[src/rtl/rvcpu_defs.svh]
`ifndef RVCPU_DEFS_SVH
`define RVCPU_DEFS_SVH

// data path and pc width
`define XLEN 64

// fetched instruction width
`define INST_W 32

// register file geometry
`define REG_AW 5
`define REG_NUM 32

// address of the first fetch after reset
`define RESET_PC 64'h0

// slots in the queue between fetch and decode
`define IBUF_DEPTH 2

`endif
[src/rtl/rvcpu_pkg.sv]
`include "rvcpu_defs.svh"

package rvcpu_pkg;

	// operation carried from decode to execute
	typedef enum logic [3:0] {
		OP_ADD,
		OP_SUB,
		OP_AND,
		OP_OR,
		OP_XOR,
		OP_SLT,
		OP_LUI,
		OP_BEQ,
		OP_BNE,
		OP_JAL,
		OP_NOP
	} alu_op_e;

	// major opcodes the decoder knows about
	typedef enum logic [6:0] {
		OPC_OP     = 7'b0110011,
		OPC_OP_IMM = 7'b0010011,
		OPC_LUI    = 7'b0110111,
		OPC_BRANCH = 7'b1100011,
		OPC_JAL    = 7'b1101111
	} opcode_e;

	typedef struct packed {
		logic [`XLEN-1:0]   pc;
		logic [`INST_W-1:0] inst;
	} fetch_pkt_t;

	typedef struct packed {
		logic [`XLEN-1:0]   pc;
		logic [`INST_W-1:0] inst;
		alu_op_e            op;
		logic               use_imm;
		logic [`XLEN-1:0]   imm;
		logic [`XLEN-1:0]   rs1_val;
		logic [`XLEN-1:0]   rs2_val;
		logic [`REG_AW-1:0] rd;
		logic               rd_wen;
	} issue_pkt_t;

	typedef struct packed {
		logic               wen;
		logic [`REG_AW-1:0] rd;
		logic [`XLEN-1:0]   data;
	} wb_pkt_t;

	// difftest style record of one retired instruction
	typedef struct packed {
		logic [`XLEN-1:0]   pc;
		logic [`INST_W-1:0] inst;
		logic               rd_wen;
		logic [`REG_AW-1:0] rd;
		logic [`XLEN-1:0]   rd_data;
	} commit_pkt_t;

	typedef struct packed {
		logic             taken;
		logic [`XLEN-1:0] target;
	} redirect_t;

endpackage

[src/rtl/if_stage.sv]
`timescale 1ns/1ps

`include "rvcpu_defs.svh"

module if_stage import rvcpu_pkg::*; (
	input  logic               clk,
	input  logic               arst_n_i,
	input  logic               if_ready_i,
	input  logic [`INST_W-1:0] if_data_read_i,
	input  logic               buf_room_i,
	input  redirect_t          redirect_i,
	output logic               if_valid_o,
	output logic [`XLEN-1:0]   if_addr_o,
	output logic               push_o,
	output fetch_pkt_t         push_pkt_o
);

logic             req_q;
logic             stale_q;
logic [`XLEN-1:0] pc_q;
logic [`XLEN-1:0] tgt_q;
logic             accept;
logic             waiting;

assign accept  = req_q & if_ready_i;
assign waiting = req_q & ~if_ready_i;

always_ff @(posedge clk or negedge arst_n_i) begin
	if (!arst_n_i) begin
		req_q   <= 1'b1;
		stale_q <= 1'b0;
		pc_q    <= `RESET_PC;
	end else begin
		// a request on the bus holds until it is taken
		if (!waiting)
			req_q <= buf_room_i;

		if (redirect_i.taken) begin
			// keep the bus address stable, drop the word when it arrives
			if (waiting) begin
				stale_q <= 1'b1;
			end else begin
				pc_q    <= redirect_i.target;
				stale_q <= 1'b0;
			end
		end else if (accept) begin
			pc_q    <= stale_q ? tgt_q : pc_q + `XLEN'd4;
			stale_q <= 1'b0;
		end
	end
end

// where to go once the stale fetch is done
always_ff @(posedge clk) begin
	if (redirect_i.taken)
		tgt_q <= redirect_i.target;
end

assign if_valid_o = req_q;
assign if_addr_o  = pc_q;

assign push_o          = accept & ~stale_q & ~redirect_i.taken;
assign push_pkt_o.pc   = pc_q;
assign push_pkt_o.inst = if_data_read_i;

endmodule

[config.mk]
export PLATFORM = sky130hd
export DESIGN_NAME = if_stage
export DESIGN_NICKNAME = d
export VERILOG_FILES = /design/src/rtl/rvcpu_pkg.sv /design/src/rtl/if_stage.sv
export VERILOG_INCLUDE_DIRS = /design/src /design/src/rtl
export SDC_FILE = /design/constraint.sdc
export NUM_CORES = 1
export LEC_CHECK = 0
export CAP_MARGIN = 20
export CORE_AREA = 4 4 120 133
export CTS_BUF_LIST = sky130_fd_sc_hd__clkbuf_16
export CTS_CLUSTER_DIAMETER = 50
export DETAILED_ROUTE_END_ITERATION = 10
export DIE_AREA = 0 0 124 137
export DONT_BUFFER_PORTS = 1
export PLACE_DENSITY = 0.68
export SLEW_MARGIN = 5
export SYNTH_ARGS = -nofsm -noshare
export SYNTH_HDL_FRONTEND = slang
export SYNTH_SLANG_ARGS = --single-unit
[constraint.sdc]
create_clock -name clk -period 3.5 [get_ports clk]
set_input_delay 0.875 -clock clk [delete_from_list [all_inputs] [get_ports clk]]
set_output_delay 0.875 -clock clk [all_outputs]
set_load 0.01 [all_outputs]
==> flow_summary.ini <==
[power]
peakVddDrop_mv = 0.308
power_density_nw_per_um2 = 609
power.leakage_nw = 2.69

[global_route]
antenna_found_initial = 0
grt_overflow = 0
grt_max_degree = 143
grt_pass1_wl_um = 35000
grt_usage = 0.269
grt_pass1_vias = 6120

[worst_setup_path]
r2r_setup_slack_ns = 0.77
worstPathRequired_ns = 3.78
cp_max_fo = 10
critPathCapture = if_addr_o[44]
crit_arrival_ns = 3.01
crit_start = if_addr_o[2]
r2r_cells = 6
crit_path_end_kind = flip-flop
r2r_end = if_addr_o[44]
critPathLaunchType = flip-flop
r2r_start = if_addr_o[2]
crit_type = flip-flop to flip-flop

[floorplan]
row_count = 46
die_area_um2 = 17000
dieHeight_um = 137
core_region_area_um2 = 14400
start_util = 0.547
io-pin-count = 263
fp.dieW_um = 124

[timing]
timing.final.ws_setup_ns = 0.770
post-route-min-period_ns = 2.73
finalSetupTns_ns = 0
report.final.slew_viol_count = 0
tightest_slew_ns = 0.755
rsz0062_at_grt = no
relSlewSlack = 0.496
finalHoldViolations = 0
fin_crit_sh = 0.780
finalClockSkew_ns = 0.00962
setup-violations-final = 0
max_clock_freq_ghz = 0.366

[yosys]
yosys_most_used_dff = dfrtp_1
post-synth-top-area-cell = edfxtp_1
async_flop_share = 0.508
synth_top_area_share = 0.243
netlist_instances = 825
synth.distinct_cells = 73
yosys_warnings = 0
avgSynthCellArea_um2 = 9.59
synth_area_leaders = edfxtp_1 24%, dfrtp_1 21%, buf_4 9.2%
synth.cell_area_um2 = 7910
synth_seq_cells = 130
ys_seq_area_frac = 0.452
synth_edf_count = 64
syn_nets = 927

[place]
hpwl_um = 15900
dp.cells = 875
portBuffers = 0
dp_slack_ns = 0.814
place_congestion = 0.930

[clock_network]
cts_root_buf = clkbuf_16
cts_setup_buffers = 0
post_cts_resize_count = 0
clk_pin_slew_worst_paths_ns = 0.06
holdBufCountCts = 0
numCtsBuffers = 17
cts_buffer_depth = 2
cts_tree = built
htree_levels = 4
insertion_delay_ns = 0.42
cts.sinks = 130

[final_layout]
final_common_cell = dfrtp_1
num-nets-final = 804
layout.cells.non_filler = 907
drive_gt1_frac = 0.0909
num_antenna_cells = 0
layout_common_cells = 65 x dfrtp_1, 64 x nand2_1, 64 x edfxtp_1
syn2layout_area_growth_pct = -0.965

[detailed_routing]
drc = 0
vias_per_cell = 7.05
wire_per_inst_um = 25.3
drt-pass1-iter-count = 5
vias = 6391
drt_wl_total_um = 23000
drt_iter0_markers = 785
ant_nets = 0

[hold_path]
hold_path_class = input pin to async pin

[run]
drv_cap = 0

[run_status]
status = finished, final reports clean
[through the flow]
step                hold slack [ns]  power, mW  area (um2)  utilization
floorplan                     0.513       3.09        7910            -
global placement              0.515       3.07        7270        0.503
detailed placement            0.542       3.11        7270        0.503
CTS                           0.128       4.79        7830        0.542
global route                  0.132       5.01        7830        0.542
finish                        0.148       4.77        7830        0.542
[layout make-up]
type,count,area [um2]
clock inverters,14,115
well taps,192,240
fillers,1262,6610
flip-flops and latches,130,3570
inverters,15,56.3
clock buffers,18,450
multi-input cells,528,3300
repair buffers,10,100
[worst max-delay path, stage by stage (launching register included)]
cell,delay (ns)
dfrtp_1,0.61
ha_1,0.30
nand3_1,0.17
nor4_4,0.53
nand3_1,0.42
o311ai_0,0.40
o221ai_1,0.18
[synthesized netlist by cell type (5+ instances only)]
master / number
o311ai_0: 6
o211ai_1: 10
o21ai_0: 57
edfxtp_1: 64
inv_1: 15
nor3_1: 20
a22oi_1: 42
a211oi_1: 5
o221ai_1: 6
and4_1: 6
a21oi_1: 29
and2_1: 7
o31a_1: 8
nor2_1: 41
dfrtp_1: 65
nand4_1: 41
a22o_1: 8
or3_1: 13
buf_1: 7
a311o_1: 7
and3_1: 10
nand2_1: 64
nand3_1: 38
clkbuf_1: 40
o22ai_1: 7
a31oi_1: 10
nor4_1: 23
buf_4: 97
mux2i_1: 6
o31ai_1: 5
[worst min path at each step]
stage               startpoint       endpoint
floorplan            tgt_q[39]  if_addr_o[39]
CTS                   arst_n_i  if_addr_o[57]
finish                arst_n_i  if_addr_o[57]
global placement     tgt_q[10]  if_addr_o[10]
detailed placement   tgt_q[11]  if_addr_o[11]
global route          arst_n_i   if_addr_o[7]
[state kept, by name, indices dropped and copies added, names as in the netlist]
signal / count
if_addr_o: 64
if_valid_o: 1
stale_q: 1
tgt_q: 64
[where the power goes]
group          leakage, nW  internal [mW]  switching (mW)
Combinational         1.00          0.265           0.372
Clock                0.274           1.01           0.676
Sequential            1.41           1.83           0.619
[kinds of logic after synthesis]
group,count (synthesis),share of synthesized area
compound gates,227,0.198
fa+ha+maj,1,0.00158
buf+inv,167,0.134
flops,130,0.452
mux,7,0.00902
simple gates,293,0.206
[metal layers]
layer | GRT usage | part of all wire | vias to the layer above
met2 | 0.432 | 0.49 | 400
met3 | 0.103 | 0.11 | 50
met4 | 0.125 | 0.038 | 0
li1 | - | - | 2846
met1 | 0.316 | 0.36 | 3095
met5 | 0 | 0 | -
Power figures use the tool's default switching activity.
