<file path="src/rtl/rvcpu_defs.svh">
`ifndef RVCPU_DEFS_SVH
`define RVCPU_DEFS_SVH

// data path and pc width
`define XLEN 64

// fetched instruction width
`define INST_W 32

// register file geometry
`define REG_AW 5
`define REG_NUM 32

// address of the first fetch after reset
`define RESET_PC 64'h0

// slots in the queue between fetch and decode
`define IBUF_DEPTH 2

`endif
</file>
<file path="src/rtl/regfile.sv">
`timescale 1ns/1ps

`include "rvcpu_defs.svh"

module regfile (
	input  logic               clk,
	input  logic               arst_n_i,
	input  logic               wena_i,
	input  logic [`REG_AW-1:0] waddr_i,
	input  logic [`XLEN-1:0]   wdata_i,
	input  logic [`REG_AW-1:0] raddr1_i,
	input  logic [`REG_AW-1:0] raddr2_i,
	output logic [`XLEN-1:0]   rdata1_o,
	output logic [`XLEN-1:0]   rdata2_o
);

logic [`XLEN-1:0] regs_q [`REG_NUM];

// x0 is cleared here and never written after
always_ff @(posedge clk or negedge arst_n_i) begin
	if (!arst_n_i) begin
		for (int i = 0; i < `REG_NUM; i++)
			regs_q[i] <= '0;
	end else if (wena_i && waddr_i != '0) begin
		regs_q[waddr_i] <= wdata_i;
	end
end

assign rdata1_o = regs_q[raddr1_i];
assign rdata2_o = regs_q[raddr2_i];

endmodule

</file>
<file path="config.mk">
export PLATFORM = sky130hd
export DESIGN_NAME = regfile
export DESIGN_NICKNAME = d
export VERILOG_FILES = /design/src/rtl/regfile.sv
export VERILOG_INCLUDE_DIRS = /design/src /design/src/rtl
export SDC_FILE = /design/constraint.sdc
export NUM_CORES = 2
export LEC_CHECK = 0
export ABC_AREA = 0
export BUFFER_PORTS_ARGS = -buffer_cell sky130_fd_sc_hd__buf_2
export CORE_MARGIN = 1
export CORE_UTILIZATION = 55
export CTS_BUF_LIST = sky130_fd_sc_hd__clkbuf_8
export CTS_CLUSTER_DIAMETER = 50
export DETAILED_ROUTE_END_ITERATION = 7
export PLACE_DENSITY_LB_ADDON = 0.12
export SYNTH_ARGS = -nofsm -noshare
export SYNTH_HDL_FRONTEND = slang
export SYNTH_SLANG_ARGS = --single-unit
</file>
<file path="constraint.sdc">
create_clock -name clk -period 2.5 [get_ports clk]
set_input_delay 0.125 -clock clk [delete_from_list [all_inputs] [get_ports clk]]
set_output_delay 0.125 -clock clk [all_outputs]
set_load 0.005 [all_outputs]
</file>
==> metrics.md <==
| Metric | Value |
|---|---|
| Status | finished with violations |
| Failing checks | negative setup slack |
| Hold Vio Cnt, Final | 0 |
| Core area | a little under 200000 um2 |
| CTS root buffer | clkbuf_8 |
| H-tree levels | 5 |
| Warnings from Yosys | 0 |
| First-pass GRT wire length | around 490 mm |
| FILL cells | between 10000 and 15000 |
| CP max stage cell | mux4_2 |
| Worst path most repeated cell | mux4_2 |
| Crit path required time | roughly 2400 ps |
| Yosys cell types | 30 |
| Drt pass-1 iters | 6 |
| Period utilization | 123.7% |
| Worst setup path category | reg -> out |
| Tmin final | 3092 ps |
| Fmax | 323.4 MHz |
| 1st-iter DRT viols | ~5800 |
| Die area | between 150000 and 200000 um2 |
| GRT Total Usage | between 30% and 40% |
| Total gr overflow | 0 |
| Slew Limit Fails | 0 |
| Residual DRC | 0 |
| Hold Slack | ~200 ps |
| Post-route ant nets | 0 |
| Critical path buffer and inverter count | 1 |
| TritonCTS clock tree | yes |
| Std-Cell Rows | 162 |
| R2R Path Start | regs_q[190] |
| Largest net degree at the start of global routing | 92 |
| Synth async-reset ratio | 100.0% |
| Final HPWL DP | 200.9 mm |
| # nets final | between 7000 and 8000 |
| Syn Nets | around 6600 |
| WL/cell | 33.74 um |
| Total CTS buffers | roughly 370 |
| CP top delay family | multiplexers |
| Reg with most FFs | regs_q |
| Largest regs | regs_q (2048) |
| Mapped cell area | 107700 um2 |
| Port buffer count | around 210 |
| Worst slew margin relative to its limit | between 20% and 30% |
| Chip Width | around 440 um |
| Final setup violation count | about 130 |
| Routability cong. | a little over 0.8 |
| Worst-margin pin slew | around 1200 ps |
| Via count | between 60000 and 70000 |
| CP max FO | 3 |
| Skew-Pair Late Insertion Delay | 1080 ps |
| Clk slew on worst S/H paths | approximately 60 ps |
| Synth Flop Type | dfrtp_1 |
| Starting density of the core | between 50% and 60% |
| Register area share after synthesis | a little under half |
| CP Capture Type | output pin |
| Longest Clk Path Bufs | 4 |
| Leakage | approximately 56 nW |
| Crit path capture | rdata2_o[17] |
| Drt total wl | ~330 mm |
| Worst path arrival time | 2970 ps |
| MaxCap Viol Count | 0 |
| Startpoint types | register |
| Peak supply drop | 0.6709 mV |
| Synth-to-Final Area Change | 17.53% |
| #FFs+latches synth | 2048 |
| Fin worst setup slack | -591.7 ps |
| EDFF count, synth | 0 |
| Post-Synthesis Cells | between 6000 and 7000 |
| Reg2reg setup slack | between 1000 and 1500 ps |
| Share of cells above drive strength 1 | roughly two thirds |
| CTS sink count | a little over 2000 |
| IO Count | 210 |
| Average vias per placed instance | between 6 and 7 |
| Worst path cell trace | mux4_2, mux4_2, mux2_4, buf_6 |
| Initial antenna violation count | 10 |
| Die Y | 444.5 um |
| Avg Inst Size Synth | roughly 17 um2 |
| RR Endpoint | regs_q[190] |
| Critical path depth | 4 |
| Crit path launch | regs_q[977] |
| Pre-CTS WS | -52.80 ps |
| CP peak stage delay | 480 ps |
| Power density cells | 783.5 nW/um2 |
| Worst r2r path cells | 3 |
| Clk_skew | 0 ps |
| Max reg flops | 2048 |
| RSZ-0062 raised after global routing | true |
| Hold Path Class | in -> reg |
| Vias in the first global route | around 70000 |
| Final setup TNS | -56440 ps |
cells by family (layout without fill, tap and decap cells):
group / Yosys count / count (layout) / share of synthesized area, %
buffers and inverters: 774 / 1545 / 3.080
and+or+nand+nor: 94 / 94 / 0.4449
other: 0 / 8 / 0
DFF: 2048 / 2048 / 47.58
muxes: 3440 / 3440 / 47.77
AOI/OAI and AO/OA: 156 / 156 / 1.121
layout make-up:
class | instances | area, um2 | area share [%]
inverter | 1 | 6.256 | 0.004942
tap | 2624 | 3283 | 2.594
clock inverter | 173 | 1062 | 0.8392
timing repair buffer | 903 | 9744 | 7.698
antenna | 8 | 20.02 | 0.01582
multi-input combinational | 3690 | 54780 | 43.27
clock buffer | 468 | 6441 | 5.089
sequential | 2048 | 51250 | 40.49
power by group:
| group | switching, W | internal [W] |
|---|---|---|
| registers | 0.00467 | 0.0395 |
| clock network | 0.0145 | 0.0179 |
| logic | 0.00812 | 0.0145 |
| total | 0.0273 | 0.0719 |
Yosys cell counts (2+ instances only):
| cell type | n | share of area (%) |
|---|---|---|
| a22o_1 | 9 | 0.073 |
| nand4_1 | 2 | 0.012 |
| nor2b_1 | 20 | 0.12 |
| nand2b_1 | 5 | 0.029 |
| mux2_2 | 2151 | 22 |
| clkbuf_1 | 487 | 1.7 |
| mux4_2 | 1145 | 24 |
| mux2i_1 | 144 | 1.3 |
| buf_2 | 218 | 1.0 |
| a21oi_1 | 9 | 0.042 |
| a211oi_1 | 3 | 0.021 |
| dfrtp_1 | 2048 | 48 |
| buf_6 | 5 | 0.052 |
| nor2_1 | 27 | 0.094 |
| a221oi_1 | 34 | 0.28 |
| o22a_1 | 3 | 0.024 |
| o31ai_1 | 3 | 0.021 |
| o22ai_1 | 60 | 0.35 |
| nand3_1 | 6 | 0.028 |
| buf_4 | 27 | 0.19 |
| nor3_2 | 4 | 0.037 |
| a221o_1 | 26 | 0.24 |
| and3_1 | 6 | 0.035 |
| nand2_1 | 20 | 0.070 |
| a211o_1 | 9 | 0.073 |
| and2_0 | 2 | 0.012 |
| buf_1 | 36 | 0.13 |
through the flow:
stage | cells | area (um2) | total power (W) | util [%]
after floorplan | 6512 | 107700 | 0.05816 | -
after global placement | 9079 | 115500 | 0.06411 | 59.31
after detailed placement | 9079 | 115500 | 0.06504 | 59.31
after CTS | 9867 | 126000 | 0.09909 | 64.70
after global routing | 9913 | 126600 | 0.1032 | 64.98
final | 9915 | 126600 | 0.09917 | 64.98
cell usage in the layout, fill, tap and decap left out, types with 4 or more instances in the layout:
cell,instances
nor3_4,4
clkbuf_8,469
nor2_4,13
mux2_2,2037
nand2_1,9
diode_2,8
clkinv_2,63
nor2b_4,6
buf_8,6
nand2_4,10
o22ai_4,20
mux2i_2,10
buf_12,211
nor2_1,11
a221o_2,4
bufinv_16,11
o22ai_2,17
a221o_1,22
a221oi_2,21
clkinvlp_4,8
mux2i_1,134
a22o_4,6
nor2b_1,12
a211o_1,9
mux4_2,1145
buf_2,121
inv_1,88
dfrtp_1,2048
o22ai_1,23
a221oi_4,13
buf_4,385
a21oi_1,9
mux2_4,114
buf_6,103
dlygate4sd3_1,76
routing by layer:
| metal | vias up | GRT usage (%) | share of wire, % |
|---|---|---|---|
| li1 | 26640 | - | - |
| met1 | 37180 | 47.85 | 41 |
| met2 | 2730 | 54.83 | 48 |
| met3 | 735 | 5.589 | 6.6 |
| met4 | 2 | 13.18 | 4.1 |
| met5 | - | 0 | 0.0030 |
worst min-delay path by stage:
stage / slack, ps / start / end / cells past startpoint
floorplan: -170 / arst_n_i / regs_q[0] / 0
global placement: 120 / arst_n_i / regs_q[1722] / 1
detailed placement: 120 / arst_n_i / regs_q[1722] / 1
CTS: 120 / wdata_i[10] / regs_q[1482] / 3
global route: 180 / wdata_i[40] / regs_q[936] / 3
finish: 200 / wdata_i[47] / regs_q[1647] / 3
timing repair:
action	in CTS	in global routing
resized for setup	310	55
setup endpoints to repair	128	128
hold buffers	77	0
buffers inserted	75	44
pin swaps	47	22
endpoints found under the hold margin	4032	0
worst min-delay path: stages:
cell and delay, ps:
dlygate4sd3_1 530, buf_2 280, mux2_2 320
No activity file was read; power rests on OpenSTA's default activity.
