`config.mk`:
```
export PLATFORM = sky130hd
export DESIGN_NAME = inst_buffer
export DESIGN_NICKNAME = d
export VERILOG_FILES = /design/src/rtl/rvcpu_pkg.sv /design/src/rtl/inst_buffer.sv
export VERILOG_INCLUDE_DIRS = /design/src /design/src/rtl
export SDC_FILE = /design/constraint.sdc
export NUM_CORES = 1
export LEC_CHECK = 0
export BUFFER_PORTS_ARGS = -buffer_cell sky130_fd_sc_hd__buf_2
export CELL_PAD_IN_SITES_DETAIL_PLACEMENT = 0
export CELL_PAD_IN_SITES_GLOBAL_PLACEMENT = 1
export CORE_UTILIZATION = 45
export CTS_BUF_LIST = sky130_fd_sc_hd__clkbuf_4 sky130_fd_sc_hd__clkbuf_8
export DETAILED_ROUTE_END_ITERATION = 12
export PLACE_DENSITY_LB_ADDON = 0.1
export RECOVER_POWER = 50
export SYNTH_ARGS = -nofsm -noshare
export SYNTH_HDL_FRONTEND = slang
export SYNTH_SLANG_ARGS = --single-unit
```
`constraint.sdc`:
```
create_clock -name clk -period 15.2 [get_ports clk]
set_clock_uncertainty 0.1 [all_clocks]
set_input_delay 3.04 -clock clk [delete_from_list [all_inputs] [get_ports clk]]
set_output_delay 3.04 -clock clk [all_outputs]
set_load 0.02 [all_outputs]
```
`src/rtl/rvcpu_defs.svh`:
```
`ifndef RVCPU_DEFS_SVH
`define RVCPU_DEFS_SVH

// data path and pc width
`define XLEN 64

// fetched instruction width
`define INST_W 32

// register file geometry
`define REG_AW 5
`define REG_NUM 32

// address of the first fetch after reset
`define RESET_PC 64'h0

// slots in the queue between fetch and decode
`define IBUF_DEPTH 2

`endif
```
`src/rtl/rvcpu_pkg.sv`:
```
`include "rvcpu_defs.svh"

package rvcpu_pkg;

	// operation carried from decode to execute
	typedef enum logic [3:0] {
		OP_ADD,
		OP_SUB,
		OP_AND,
		OP_OR,
		OP_XOR,
		OP_SLT,
		OP_LUI,
		OP_BEQ,
		OP_BNE,
		OP_JAL,
		OP_NOP
	} alu_op_e;

	// major opcodes the decoder knows about
	typedef enum logic [6:0] {
		OPC_OP     = 7'b0110011,
		OPC_OP_IMM = 7'b0010011,
		OPC_LUI    = 7'b0110111,
		OPC_BRANCH = 7'b1100011,
		OPC_JAL    = 7'b1101111
	} opcode_e;

	typedef struct packed {
		logic [`XLEN-1:0]   pc;
		logic [`INST_W-1:0] inst;
	} fetch_pkt_t;

	typedef struct packed {
		logic [`XLEN-1:0]   pc;
		logic [`INST_W-1:0] inst;
		alu_op_e            op;
		logic               use_imm;
		logic [`XLEN-1:0]   imm;
		logic [`XLEN-1:0]   rs1_val;
		logic [`XLEN-1:0]   rs2_val;
		logic [`REG_AW-1:0] rd;
		logic               rd_wen;
	} issue_pkt_t;

	typedef struct packed {
		logic               wen;
		logic [`REG_AW-1:0] rd;
		logic [`XLEN-1:0]   data;
	} wb_pkt_t;

	// difftest style record of one retired instruction
	typedef struct packed {
		logic [`XLEN-1:0]   pc;
		logic [`INST_W-1:0] inst;
		logic               rd_wen;
		logic [`REG_AW-1:0] rd;
		logic [`XLEN-1:0]   rd_data;
	} commit_pkt_t;

	typedef struct packed {
		logic             taken;
		logic [`XLEN-1:0] target;
	} redirect_t;

endpackage

```
`src/rtl/inst_buffer.sv`:
```
`timescale 1ns/1ps

`include "rvcpu_defs.svh"

module inst_buffer import rvcpu_pkg::*; (
	input  logic       clk,
	input  logic       arst_n_i,
	input  logic       push_i,
	input  fetch_pkt_t push_pkt_i,
	input  logic       pop_i,
	input  logic       flush_i,
	input  logic       pending_i,
	output logic       head_valid_o,
	output fetch_pkt_t head_o,
	output logic       room_o
);

localparam int PTR_W = (`IBUF_DEPTH > 1) ? $clog2(`IBUF_DEPTH) : 1;
localparam int CNT_W = $clog2(`IBUF_DEPTH + 1);

fetch_pkt_t       mem_q [`IBUF_DEPTH];
logic [PTR_W-1:0] rd_ptr_q;
logic [PTR_W-1:0] wr_ptr_q;
logic [CNT_W-1:0] count_q;
logic [CNT_W:0]   demand;

function automatic logic [PTR_W-1:0] ptr_inc(input logic [PTR_W-1:0] ptr);
	if (ptr == PTR_W'(`IBUF_DEPTH - 1))
		return '0;
	return ptr + PTR_W'(1);
endfunction

always_ff @(posedge clk or negedge arst_n_i) begin
	if (!arst_n_i) begin
		rd_ptr_q <= '0;
		wr_ptr_q <= '0;
		count_q  <= '0;
	end else if (flush_i) begin
		rd_ptr_q <= '0;
		wr_ptr_q <= '0;
		count_q  <= '0;
	end else begin
		if (push_i)
			wr_ptr_q <= ptr_inc(wr_ptr_q);
		if (pop_i)
			rd_ptr_q <= ptr_inc(rd_ptr_q);
		case ({push_i, pop_i})
			2'b10: count_q <= count_q + CNT_W'(1);
			2'b01: count_q <= count_q - CNT_W'(1);
			default: ;
		endcase
	end
end

always_ff @(posedge clk) begin
	if (push_i)
		mem_q[wr_ptr_q] <= push_pkt_i;
end

// slots claimed after this edge, the fetch on the bus included
assign demand = {1'b0, count_q} + (CNT_W+1)'(pending_i) - (CNT_W+1)'(pop_i);
assign room_o = demand < (CNT_W+1)'(`IBUF_DEPTH);

assign head_valid_o = count_q != '0;
assign head_o       = mem_q[rd_ptr_q];

endmodule

```
==> flow_summary.yaml <==
setup_path:
  arrival_time_at_the_worst_endpoint_ns: 4.45
  timing.rr.end: "mem_q[1][14]$_DFFE_PP_"
  critPathCaptureType: "output pin"
  regToRegStartpoint: "wr_ptr_q$_DFFE_PN0P_"
  crit_path_cell_trace: "clkbuf_1 -> ha_1 -> nand2b_1 -> fa_1 -> xnor2_1 -> and2_1 -> buf_2"
  worstSetupStartpointType: "input pin"
  critical-path-max-stage-delay_ns: 0.38
  worst_path_max_delay_cell: "fa_1"
  cp-startpoint: "pop_i"
  critical_path.top_delay_family: "adder cells"
  r2r.worst_path.cells: 2
  timing.setup.critical_path_class: "input pin to output pin"
  worstPathRequired_ns: 12.06
  worstPathBufferInverterCount: 2
  worstPathMaxFanout: 5
  timing.reg2reg.setup_slack_ns: 11.04
timing:
  final-hold-violation-count: 0
  setup_ws_ns: 7.61
  layout_worst_path_cycle_share_pct: 50.0
  relSlewSlack_pct: -120
  tns_ns: 0
  final-max-slew-violation-count: 49
  grt_setup_unrepaired: "false"
  timing_worst_slew_pin_value_ns: 3.29
  final.min_clock_period_ns: 7.59
  setup_viol_count_final: 0
  fmaxAchievable_ghz: 0.132
synth:
  yosysUniqueCellTypes: 20
  yosys_register_bits: 196
  postSynthAreaPerCell_um2: 22.5
  synth.top_cell.area_share_pct: 79.0
  syn_area_um2: 7300
  netlist_instances: 324
  synth_warnings: 0
  synth.net_count: 428
  synth_flop_cell: "edfxtp_1"
  synth_common_cells: "edfxtp_1 (192), mux2_2 (66), mux2_4 (30)"
  yosysTopAreaCell: "edfxtp_1"
  synth-seq-area-share_pct: 80.3
  edff_count_synth: 192
  async_sr_flop_fraction_pct: 2.04
  netlist_top_cells_area: "edfxtp_1 (79%), mux2_2 (10%), mux2_4 (6.2%)"
  yosys.cell_count.top_type: "edfxtp_1"
clock_tree:
  numCtsBuffers: 17
  holdBufCountCts: 0
  clk_pin_slew_worst_paths_ns: 0.09
  sinks_on_clock_net: 196
  ctsResizeCount: 0
  clock-root-buffer: "clkbuf_8"
  tritoncts_clock_tree: "built"
  clk_latency_ns: 0.45
  post_cts.repair.setup_buffers: 0
  h-tree-depth: 4
  clock_tree.buffer_depth: 2
die:
  ios: 200
  coreArea_um2: 15900
  total_die_area_um2: 16700
  effective_utilization_at_floorplan_pct: 46.0
  die_w_um: 129
  std_cell_rows: 46
  floorplan.die.height_um: 129
min_path:
  start_point_of_the_worst_hold_path: "wr_ptr_q$_DFFE_PN0P_"
  class_of_the_worst_hold_path: "flip-flop to flip-flop"
  whs_path_depth: 2
  worstHoldEndpoint: "wr_ptr_q$_DFFE_PN0P_"
layout:
  finalInstanceArea_um2: 8890
  multi_input_comb_area_um2: 1350
  storage_element_area_um2: 5870
  layout.filler_cells: 1326
  nets: 639
  antenna_cells: 0
  finish.utilization_pct: 56.0
  area_delta_synth_final_pct: 21.7
  post_route_cells_drive_above_1_share_pct: 53.5
pwr:
  pwr_density_cell_nw_per_um2: 128
  power_leakage_nw: 3.29
  p_total_mw: 1.14
  power.ir.vdd_worst_mv: 0.0608
global_routing:
  overflow: 0
  grt_max_degree: 50
  antenna_found_initial: 1
  first_pass_grt_wire_length_um: 18700
  vias_in_the_first_global_route: 3750
  track_usage_pct: 15.4
drt:
  drt_pass1_iterations: 4
  final_antenna_net_count: 0
  first_iter_violations: 168
  vias: 3647
  residual_drc_count: 0
  wl_per_cell_um: 16.5
  routed_wirelength_um: 12600
  post_drt_via_cell_ratio: 4.77
status:
  run_status: "finished with violations"
  violations: "capacitance limit, slew limit"
placed_design:
  gp_congestion: 0.716
  post-dp-hpwl_um: 8170
  place.port_buffers: 199
  post-place-ws_ns: 7.65
  place_area_um2: 8530
flow_run:
  maxCapViolCount: 1
## placed cells by master, fill, tap and decap left out
| master | Yosys | routed |
|---|---|---|
| xnor2_1 | 4 | 4 |
| inv_1 | 1 | 1 |
| mux2_4 | 30 | 30 |
| and3b_1 | 1 | 1 |
| nor2b_4 | 0 | 1 |
| clkinv_4 | 0 | 4 |
| nor2_1 | 3 | 3 |
| clkinv_2 | 0 | 1 |
| buf_4 | 0 | 4 |
| bufinv_16 | 0 | 3 |
| o21ai_0 | 1 | 1 |
| nor3b_1 | 2 | 2 |
| fa_1 | 1 | 1 |
| inv_8 | 0 | 1 |
| clkinvlp_4 | 0 | 2 |
| nor3_1 | 1 | 1 |
| clkinv_1 | 0 | 2 |
| and2_1 | 2 | 1 |
| nand2b_1 | 1 | 1 |
| edfxtp_1 | 192 | 192 |
| inv_6 | 0 | 2 |
| and2_0 | 0 | 1 |
| ha_1 | 1 | 1 |
| clkbuf_1 | 0 | 39 |
| or2_2 | 1 | 1 |
| xor2_1 | 1 | 1 |
| buf_2 | 6 | 160 |
| dfrtp_4 | 0 | 1 |
| clkbuf_8 | 0 | 17 |
| mux2_2 | 66 | 66 |
| dfrtp_1 | 4 | 3 |
## area by class of cell
type | count | share of cell area [%]
sequential | 196 | 66.0
multi-input combinational | 116 | 15.2
timing repair buffer | 203 | 11.0
clock buffer | 17 | 2.63
tap | 216 | 3.04
clock inverter | 15 | 2.04
inverter | 1 | 0.0422
## where the power goes
group	internal [mW]	total [mW]	leakage (nW)	switching, mW
registers	0.631	0.644	1.85	0.0130
logic	0.0656	0.153	1.23	0.0877
clock network	0.164	0.344	0.204	0.180
total	0.860	1.14	3.29	0.280
## sequential cells by signal, indices dropped and copies added, names as in the netlist
signal / cells
count_q: 2
mem_q: 192
wr_ptr_q: 1
rd_ptr_q: 1
## cells by family after synthesis
logic type | count (synthesis) | synth area share (%)
AOI/OAI and AO/OA | 1 | 0.0685
xor gates and xnor gates | 5 | 0.600
adders and majority gates | 2 | 0.445
buffers and inverters | 12 | 1.23
DFF | 196 | 80.3
muxes | 96 | 16.3
and+or+nand+nor | 12 | 0.977
## layer usage
| layer | GRT usage (%) | wire length, µm | vias to the layer above |
|---|---|---|---|
| met5 | 0 | 16 | - |
| met4 | 7.27 | 227 | 2 |
| met3 | 6.73 | 1090 | 18 |
| met2 | 25.6 | 6170 | 119 |
| met1 | 17.1 | 5140 | 1809 |
| li1 | - | - | 1699 |
## metrics by stage
stage,hold WS (ns),cells
2_1_floorplan,0.416,324
3_3_place_gp,0.493,732
3_5_place_dp,0.524,732
4_1_cts,0.544,764
5_1_grt,0.579,764
6_report,0.526,764
## worst max path at each step
stage                                        to  slack (ns)  cells after the start
final                                    room_o        7.61                      7
after global routing                     room_o        7.52                      7
after CTS                                room_o        7.65                      7
after detailed placement                 room_o        7.65                      7
after global placement                   room_o        7.66                      7
after floorplan           mem_q[0][0]$_DFFE_PP_        7.32                      1
## worst min-delay path: stages, from the launching register on
cell,delay [ns]
dfrtp_1,0.42
xnor2_1,0.08
nor2_1,0.08
Note: power is estimated with default switching activity, not from simulation.
