<file path="src/rtl/rvcpu_defs.svh">
`ifndef RVCPU_DEFS_SVH
`define RVCPU_DEFS_SVH

// data path and pc width
`define XLEN 64

// fetched instruction width
`define INST_W 32

// register file geometry
`define REG_AW 5
`define REG_NUM 32

// address of the first fetch after reset
`define RESET_PC 64'h0

// slots in the queue between fetch and decode
`define IBUF_DEPTH 2

`endif
</file>
<file path="src/rtl/rvcpu_pkg.sv">
`include "rvcpu_defs.svh"

package rvcpu_pkg;

	// operation carried from decode to execute
	typedef enum logic [3:0] {
		OP_ADD,
		OP_SUB,
		OP_AND,
		OP_OR,
		OP_XOR,
		OP_SLT,
		OP_LUI,
		OP_BEQ,
		OP_BNE,
		OP_JAL,
		OP_NOP
	} alu_op_e;

	// major opcodes the decoder knows about
	typedef enum logic [6:0] {
		OPC_OP     = 7'b0110011,
		OPC_OP_IMM = 7'b0010011,
		OPC_LUI    = 7'b0110111,
		OPC_BRANCH = 7'b1100011,
		OPC_JAL    = 7'b1101111
	} opcode_e;

	typedef struct packed {
		logic [`XLEN-1:0]   pc;
		logic [`INST_W-1:0] inst;
	} fetch_pkt_t;

	typedef struct packed {
		logic [`XLEN-1:0]   pc;
		logic [`INST_W-1:0] inst;
		alu_op_e            op;
		logic               use_imm;
		logic [`XLEN-1:0]   imm;
		logic [`XLEN-1:0]   rs1_val;
		logic [`XLEN-1:0]   rs2_val;
		logic [`REG_AW-1:0] rd;
		logic               rd_wen;
	} issue_pkt_t;

	typedef struct packed {
		logic               wen;
		logic [`REG_AW-1:0] rd;
		logic [`XLEN-1:0]   data;
	} wb_pkt_t;

	// difftest style record of one retired instruction
	typedef struct packed {
		logic [`XLEN-1:0]   pc;
		logic [`INST_W-1:0] inst;
		logic               rd_wen;
		logic [`REG_AW-1:0] rd;
		logic [`XLEN-1:0]   rd_data;
	} commit_pkt_t;

	typedef struct packed {
		logic             taken;
		logic [`XLEN-1:0] target;
	} redirect_t;

endpackage

</file>
<file path="src/rtl/id_stage.sv">
`timescale 1ns/1ps

`include "rvcpu_defs.svh"

module id_stage import rvcpu_pkg::*; (
	input  logic               head_valid_i,
	input  fetch_pkt_t         head_i,
	input  redirect_t          redirect_i,
	input  logic [`XLEN-1:0]   rdata1_i,
	input  logic [`XLEN-1:0]   rdata2_i,
	input  wb_pkt_t            bypass_i,
	output logic [`REG_AW-1:0] raddr1_o,
	output logic [`REG_AW-1:0] raddr2_o,
	output logic               pop_o,
	output logic               issue_valid_o,
	output issue_pkt_t         issue_o
);

logic [`INST_W-1:0] inst;
logic [2:0]         funct3;
logic [6:0]         funct7;
logic [`REG_AW-1:0] rs1;
logic [`REG_AW-1:0] rs2;
logic [`REG_AW-1:0] rd;
logic [`XLEN-1:0]   imm_i;
logic [`XLEN-1:0]   imm_u;
logic [`XLEN-1:0]   imm_b;
logic [`XLEN-1:0]   imm_j;
logic [`XLEN-1:0]   imm;
alu_op_e            op;
logic               use_imm;
logic               rd_write;

// the result still in execute wins over the stale register value
function automatic logic [`XLEN-1:0] operand(input logic [`REG_AW-1:0] src,
		input logic [`XLEN-1:0] rf_val, input wb_pkt_t byp);
	if (byp.wen && byp.rd == src && src != '0)
		return byp.data;
	return rf_val;
endfunction

assign inst   = head_i.inst;
assign funct3 = inst[14:12];
assign funct7 = inst[31:25];
assign rs1    = inst[19:15];
assign rs2    = inst[24:20];
assign rd     = inst[11:7];

assign imm_i = {{(`XLEN-12){inst[31]}}, inst[31:20]};
assign imm_u = {{(`XLEN-32){inst[31]}}, inst[31:12], 12'b0};
assign imm_b = {{(`XLEN-13){inst[31]}}, inst[31], inst[7], inst[30:25], inst[11:8], 1'b0};
assign imm_j = {{(`XLEN-21){inst[31]}}, inst[31], inst[19:12], inst[20], inst[30:21], 1'b0};

always_comb begin
	op       = OP_NOP;
	use_imm  = 1'b0;
	rd_write = 1'b0;
	imm      = imm_i;
	case (opcode_e'(inst[6:0]))
		OPC_OP: begin
			if (funct7 == 7'b0000000) begin
				rd_write = 1'b1;
				case (funct3)
					3'b000: op = OP_ADD;
					3'b010: op = OP_SLT;
					3'b100: op = OP_XOR;
					3'b110: op = OP_OR;
					3'b111: op = OP_AND;
					default: rd_write = 1'b0;
				endcase
			end else if (funct7 == 7'b0100000 && funct3 == 3'b000) begin
				op       = OP_SUB;
				rd_write = 1'b1;
			end
		end
		OPC_OP_IMM: begin
			// only addi
			if (funct3 == 3'b000) begin
				op       = OP_ADD;
				use_imm  = 1'b1;
				rd_write = 1'b1;
			end
		end
		OPC_LUI: begin
			op       = OP_LUI;
			imm      = imm_u;
			use_imm  = 1'b1;
			rd_write = 1'b1;
		end
		OPC_BRANCH: begin
			imm = imm_b;
			if (funct3 == 3'b000)
				op = OP_BEQ;
			else if (funct3 == 3'b001)
				op = OP_BNE;
		end
		OPC_JAL: begin
			op       = OP_JAL;
			imm      = imm_j;
			rd_write = 1'b1;
		end
		default: ;
	endcase
end

assign raddr1_o = rs1;
assign raddr2_o = rs2;

// nothing leaves decode while execute is redirecting
assign issue_valid_o = head_valid_i & ~redirect_i.taken;
assign pop_o         = issue_valid_o;

assign issue_o.pc      = head_i.pc;
assign issue_o.inst    = inst;
assign issue_o.op      = op;
assign issue_o.use_imm = use_imm;
assign issue_o.imm     = imm;
assign issue_o.rs1_val = operand(rs1, rdata1_i, bypass_i);
assign issue_o.rs2_val = operand(rs2, rdata2_i, bypass_i);
assign issue_o.rd      = rd;
assign issue_o.rd_wen  = rd_write & (rd != '0);

endmodule

</file>
<file path="config.mk">
export PLATFORM = sky130hd
export DESIGN_NAME = id_stage
export DESIGN_NICKNAME = d
export VERILOG_FILES = /design/src/rtl/rvcpu_pkg.sv /design/src/rtl/id_stage.sv
export VERILOG_INCLUDE_DIRS = /design/src /design/src/rtl
export SDC_FILE = /design/constraint.sdc
export NUM_CORES = 1
export LEC_CHECK = 0
export ABC_AREA = 1
export BUFFER_PORTS_ARGS = -buffer_cell sky130_fd_sc_hd__buf_4
export CORE_AREA = 10 10 250 252
export DETAILED_ROUTE_END_ITERATION = 16
export DIE_AREA = 0 0 260 262
export PLACE_DENSITY = 0.3
export SYNTH_ARGS = -nofsm -noshare
export SYNTH_HDL_FRONTEND = slang
export SYNTH_SLANG_ARGS = --single-unit
</file>
<file path="constraint.sdc">
create_clock -name vclk -period 1.1
set_clock_uncertainty 0.1 [all_clocks]
set_input_delay 0.11 -clock vclk [all_inputs]
set_output_delay 0.11 -clock vclk [all_outputs]
set_load 0.02 [all_outputs]
</file>
==> flow_metrics.tcl, run 1 <==
set metrics [dict create \
    status "finished, violations left" \
    violations "negative setup slack" \
    cp-endpoint "issue_o[24]" \
    pre_cts_ws_ns -0.784 \
    wirelength_um 38200 \
    syn_area_um2 3810 \
    ys_seq_area_share_pct 0 \
    initial_core_util_pct 6.64 \
    period_share_pct 147 \
    design.seq.count 0 \
    fillers 6370 \
    finalSetupViolations 165 \
    final_nets 1596 \
    grt_max_degree 34 \
    first_iter_violations 133 \
    hold_buffers 0 \
    yosys.area.top_type "nand2_1" \
    wire_per_inst_um 19.1 \
    placementRows 88 \
    port_buffers 479 \
    hold_viol 0 \
    syn_nets 1135 \
    cp_top_family "buffers and inverters" \
    crit_buf_inv 8 \
    hpwl_um 29100 \
    synth_cell_types 20 \
    grt_remaining_overflow 0 \
    die_x_um 260 \
    maxSlewHeadroom_pct 78.5 \
    crit_path_max_fanout 5 \
    yosys-top-cells-area "nand2_1 32%, buf_4 29%, o21ai_0 11%, nand3_1 10%, nor2_1 3.7%" \
    leakagePower_nw 5.97 \
    n_clock_buffer 0 \
    whs_ns 0.120 \
    grt_util_all_layers_pct 10.0 \
    antenna_found_initial 0 \
    core_um2 57400 \
    num_vias 6757 \
    worst_slew_pin_slew_ns 0.320 \
    postLayoutSetupSlackWorst_ns -0.522 \
    clock.fmax_mhz 617 \
    multi_input_area_um2 4990 \
    finalSetupTns_ns -64.03 \
    crit_required_ns 0.89 \
    cp-startpoint "bypass_i[66]" \
    cp.depth 14 \
    final-seq-area_um2 0 \
    worstSetupStartpointType "input port" \
    gp_congestion 0.781 \
    final-max-slew-violation-count 0 \
    syn_inst 775 \
    power.density_nw_per_um2 410 \
    vias_per_cell 3.38 \
    holdCritStartpoint "head_i[77]" \
    finalPower_w 0.00525 \
    final_antenna_net_count 0 \
    netlist_top_cells_count "329 x nand2_1, 146 x buf_4, 86 x o21ai_0" \
    cp_slowest_cell "nor2_8" \
    ios 671 \
    grt_pass1_vias 7479 \
    post-route-min-period_ns 1.62 \
    crit_chain "buf_8 > inv_4 > buf_6 > nand2_2 > o21ai_2 > inv_2 > nand2_4 > nor2_8 > buf_12 > clkbuf_16 > buf_8 > nand3_2 > nand2_2 > buf_6" \
    avgSynthCellArea_um2 4.92 \
    synthMostInstantiatedCell "nand2_1" \
    grt_pass1_wl_um 51500 \
    diodes 0 \
    die-height_um 262 \
    syn_to_final_growth_pct 236 \
    die-area_um2 68100 \
    yosysWarnings 0 \
    cp_slowest_stage_delay_ns 0.20 \
    end_kind "primary output" \
    vdd_drop_max_mv 0.187 \
    drcViolationCount 0 \
    hp-class "input port to primary output" \
    rsz0062_at_grt "yes" \
    first_pass_iters 4 \
    drive_above_1_share_pct 89.8 \
    cap_violations 0 \
    yosys.area.top_type_share_pct 32.4 \
    arrival_ns 1.41 \
    crit_type "input port to primary output" \
]
-- how the worst min path moves through the flow --
stage,endpoint,slack [ns],depth (start not counted)
2_1_floorplan,issue_valid_o,0.21,1
3_3_place_gp,issue_o[235],0.12,0
3_5_place_dp,issue_o[235],0.12,0
4_1_cts,issue_o[235],0.12,0
5_1_grt,issue_o[278],0.12,0
6_report,issue_o[280],0.12,0
-- area by class of cell --
cell class,count,area share (%)
multi-input cells,549,39.0
repair buffers,645,51.8
well taps,765,7.48
inverters,39,1.63
repair inverters,1,0.0684
-- per-stage QoR --
stage                     std cells  area [µm²]  util, %
after floorplan                 775        5200        -
after global routing           1999       12800     22.3
after detailed placement       1953        9460     16.5
after global placement         1953        9460     16.5
final                          1999       12800     22.3
after CTS                      1990       11700     20.4
-- logic make-up after synthesis --
group,after synthesis,synth area share (%)
simple gates,457,49.2
buf+inv,226,38.7
compound gates,92,12.1
-- placed cells by master (no fill, tap or decap), types with 6 or more instances in the layout --
master,synthesis,layout
buf_12,0,35
nand2_4,0,126
nand3_1,78,10
o21ai_2,0,37
inv_1,34,15
o21ai_1,1,21
nor2_4,0,26
o21ai_4,0,23
clkbuf_16,0,6
buf_4,146,363
o21ai_0,86,6
nor2_1,38,8
nand2_2,2,142
nand3_2,0,27
inv_2,5,14
buf_8,0,22
buf_16,0,16
nand2_1,329,58
buf_6,7,203
nand3_4,0,41
-- per-layer routing --
layer  wire length (µm)  up-vias  GRT usage [%]
li1                   -     3240              -
met1              14300     3140           11.3
met2              19700      351           18.3
met3               3780       26           3.59
met4                467        0           1.32
met5                  0        -              0
-- timing repair --
action,4_1_cts,5_1_grt
buffers inserted,21,13
endpoints found under the setup margin,198,198
pin swaps,73,92
cloned,16,7
gates resized for setup,468,255
-- power by group --
group | internal (W) | total (W) | switching (W)
Combinational | 0.00257 | 0.00525 | 0.00268
Sequential | 0 | 0 | 0
Clock | 0 | 0 | 0
Note: power is estimated with default switching activity, not from simulation.
==> inputs of run 2 (changes only) <==
--- a/config.mk
+++ b/config.mk
@@ -12,6 +12,7 @@
 export DETAILED_ROUTE_END_ITERATION = 16
 export DIE_AREA = 0 0 260 262
 export PLACE_DENSITY = 0.3
+export RECOVER_POWER = 50
 export SYNTH_ARGS = -nofsm -noshare
 export SYNTH_HDL_FRONTEND = slang
 export SYNTH_SLANG_ARGS = --single-unit
==> flow_metrics.tcl, run 2 (synthesized netlist as in run 1, its figures left out) <==
set metrics [dict create \
    final_antenna_net_count 0 \
    die-area_um2 68100 \
    holdCritStartpoint "head_i[77]" \
    die-height_um 262 \
    clock.fmax_mhz 617 \
    hold_viol 0 \
    ios 671 \
    n_clock_buffer 0 \
    worst_slew_pin_slew_ns 0.320 \
    crit_chain "buf_8 > inv_4 > buf_6 > nand2_2 > o21ai_2 > inv_2 > nand2_4 > nor2_8 > buf_12 > clkbuf_16 > buf_8 > nand3_2 > nand2_2 > buf_6" \
    end_kind "primary output" \
    grt_pass1_vias 7479 \
    rsz0062_at_grt "yes" \
    grt_util_all_layers_pct 10.0 \
    final_common_cell "buf_4" \
    grt_max_degree 34 \
    final-seq-area_um2 0 \
    maxSlewHeadroom_pct 78.5 \
    grt_remaining_overflow 0 \
    crit_buf_inv 8 \
    cp_slowest_cell "nor2_8" \
    place_inst 1953 \
    num_vias 6753 \
    syn_to_final_growth_pct 235 \
    cp_top_family "buffers and inverters" \
    postLayoutSetupSlackWorst_ns -0.522 \
    initial_core_util_pct 6.64 \
    stdcell_count 1999 \
    hold_buffers 0 \
    finalSetupViolations 165 \
    drcViolationCount 0 \
    final_nets 1596 \
    final-max-slew-violation-count 0 \
    design.seq.count 0 \
    wire_per_inst_um 19.1 \
    power.density_nw_per_um2 410 \
    die_x_um 260 \
    cp_slowest_stage_delay_ns 0.20 \
    grt_pass1_wl_um 51500 \
    post-route-min-period_ns 1.62 \
    crit_required_ns 0.89 \
    core_um2 57400 \
    postPlaceCellArea_um2 9460 \
    antenna_found_initial 0 \
    cp-startpoint "bypass_i[66]" \
    first_pass_iters 4 \
    status "finished, violations left" \
    first_iter_violations 133 \
    hpwl_um 29100 \
    violations "negative setup slack" \
    leakagePower_nw 5.93 \
    placementRows 88 \
    cap_violations 0 \
    port_buffers 479 \
    worstSetupStartpointType "input port" \
    crit_type "input port to primary output" \
    vias_per_cell 3.38 \
    fin_area_um2 12800 \
    crit_path_max_fanout 5 \
    period_share_pct 147 \
    vdd_drop_max_mv 0.186 \
    finalPower_w 0.00523 \
    arrival_ns 1.41 \
    wirelength_um 38200 \
    final_cell_mix "354 x buf_4, 203 x buf_6, 142 x nand2_2" \
    diodes 0 \
    drive_above_1_share_pct 89.1 \
    gp_congestion 0.781 \
    hp-class "input port to primary output" \
]
[run 2: cell types whose count changed in the layout (fill, tap and decap cells not counted)]
cell and delta:
clkbuf_1 +9, buf_4 -9
[run 2: timing repair]
action,in CTS,in global routing
endpoints found under the setup margin,198,198
resized for setup,468,255
pin swaps,73,92
gates cloned,16,7
setup buffers,21,13
[run 2: report_power, final]
| group | total, W | switching, W | internal (W) |
|---|---|---|---|
| logic | 0.00523 | 0.00268 | 0.00256 |
| clock network | 0 | 0 | 0 |
| registers | 0 | 0 | 0 |
[run 2: final timing paths]
kind | end | cells after the start | slack, ns
setup / recovery | issue_o[24] | 14 | -0.52
hold / removal | issue_o[280] | 0 | 0.12
[run 2: layer usage]
| layer | global-route usage, % | routed length [µm] |
|---|---|---|
| met5 | 0 | 0 |
| met4 | 1.32 | 467 |
| met3 | 3.59 | 3770 |
| met2 | 18.3 | 19700 |
| met1 | 11.3 | 14200 |
[run 2: layout make-up]
cell class                      count  area [µm²]
Timing Repair inverter              1        8.76
Multi-Input combinational cell    549        4990
Timing Repair Buffer              645        6600
Fill cell                        6375       44600
Inverter                           39         209
Tap cell                          765         957
[run 2: per-stage QoR]
| stage | setup slack (ns) | util, % | setup TNS (ns) | hold slack [ns] |
|---|---|---|---|---|
| 3_5_place_dp | -0.784 | 16.5 | -92.93 | 0.120 |
| 4_1_cts | -0.589 | 20.4 | -72.34 | 0.120 |
| 3_3_place_gp | -0.807 | 16.5 | -92.93 | 0.120 |
| 5_1_grt | -0.596 | 22.3 | -76.63 | 0.120 |
| 6_report | -0.522 | 22.3 | -63.87 | 0.120 |
| 2_1_floorplan | -0.203 | - | -19.33 | 0.207 |
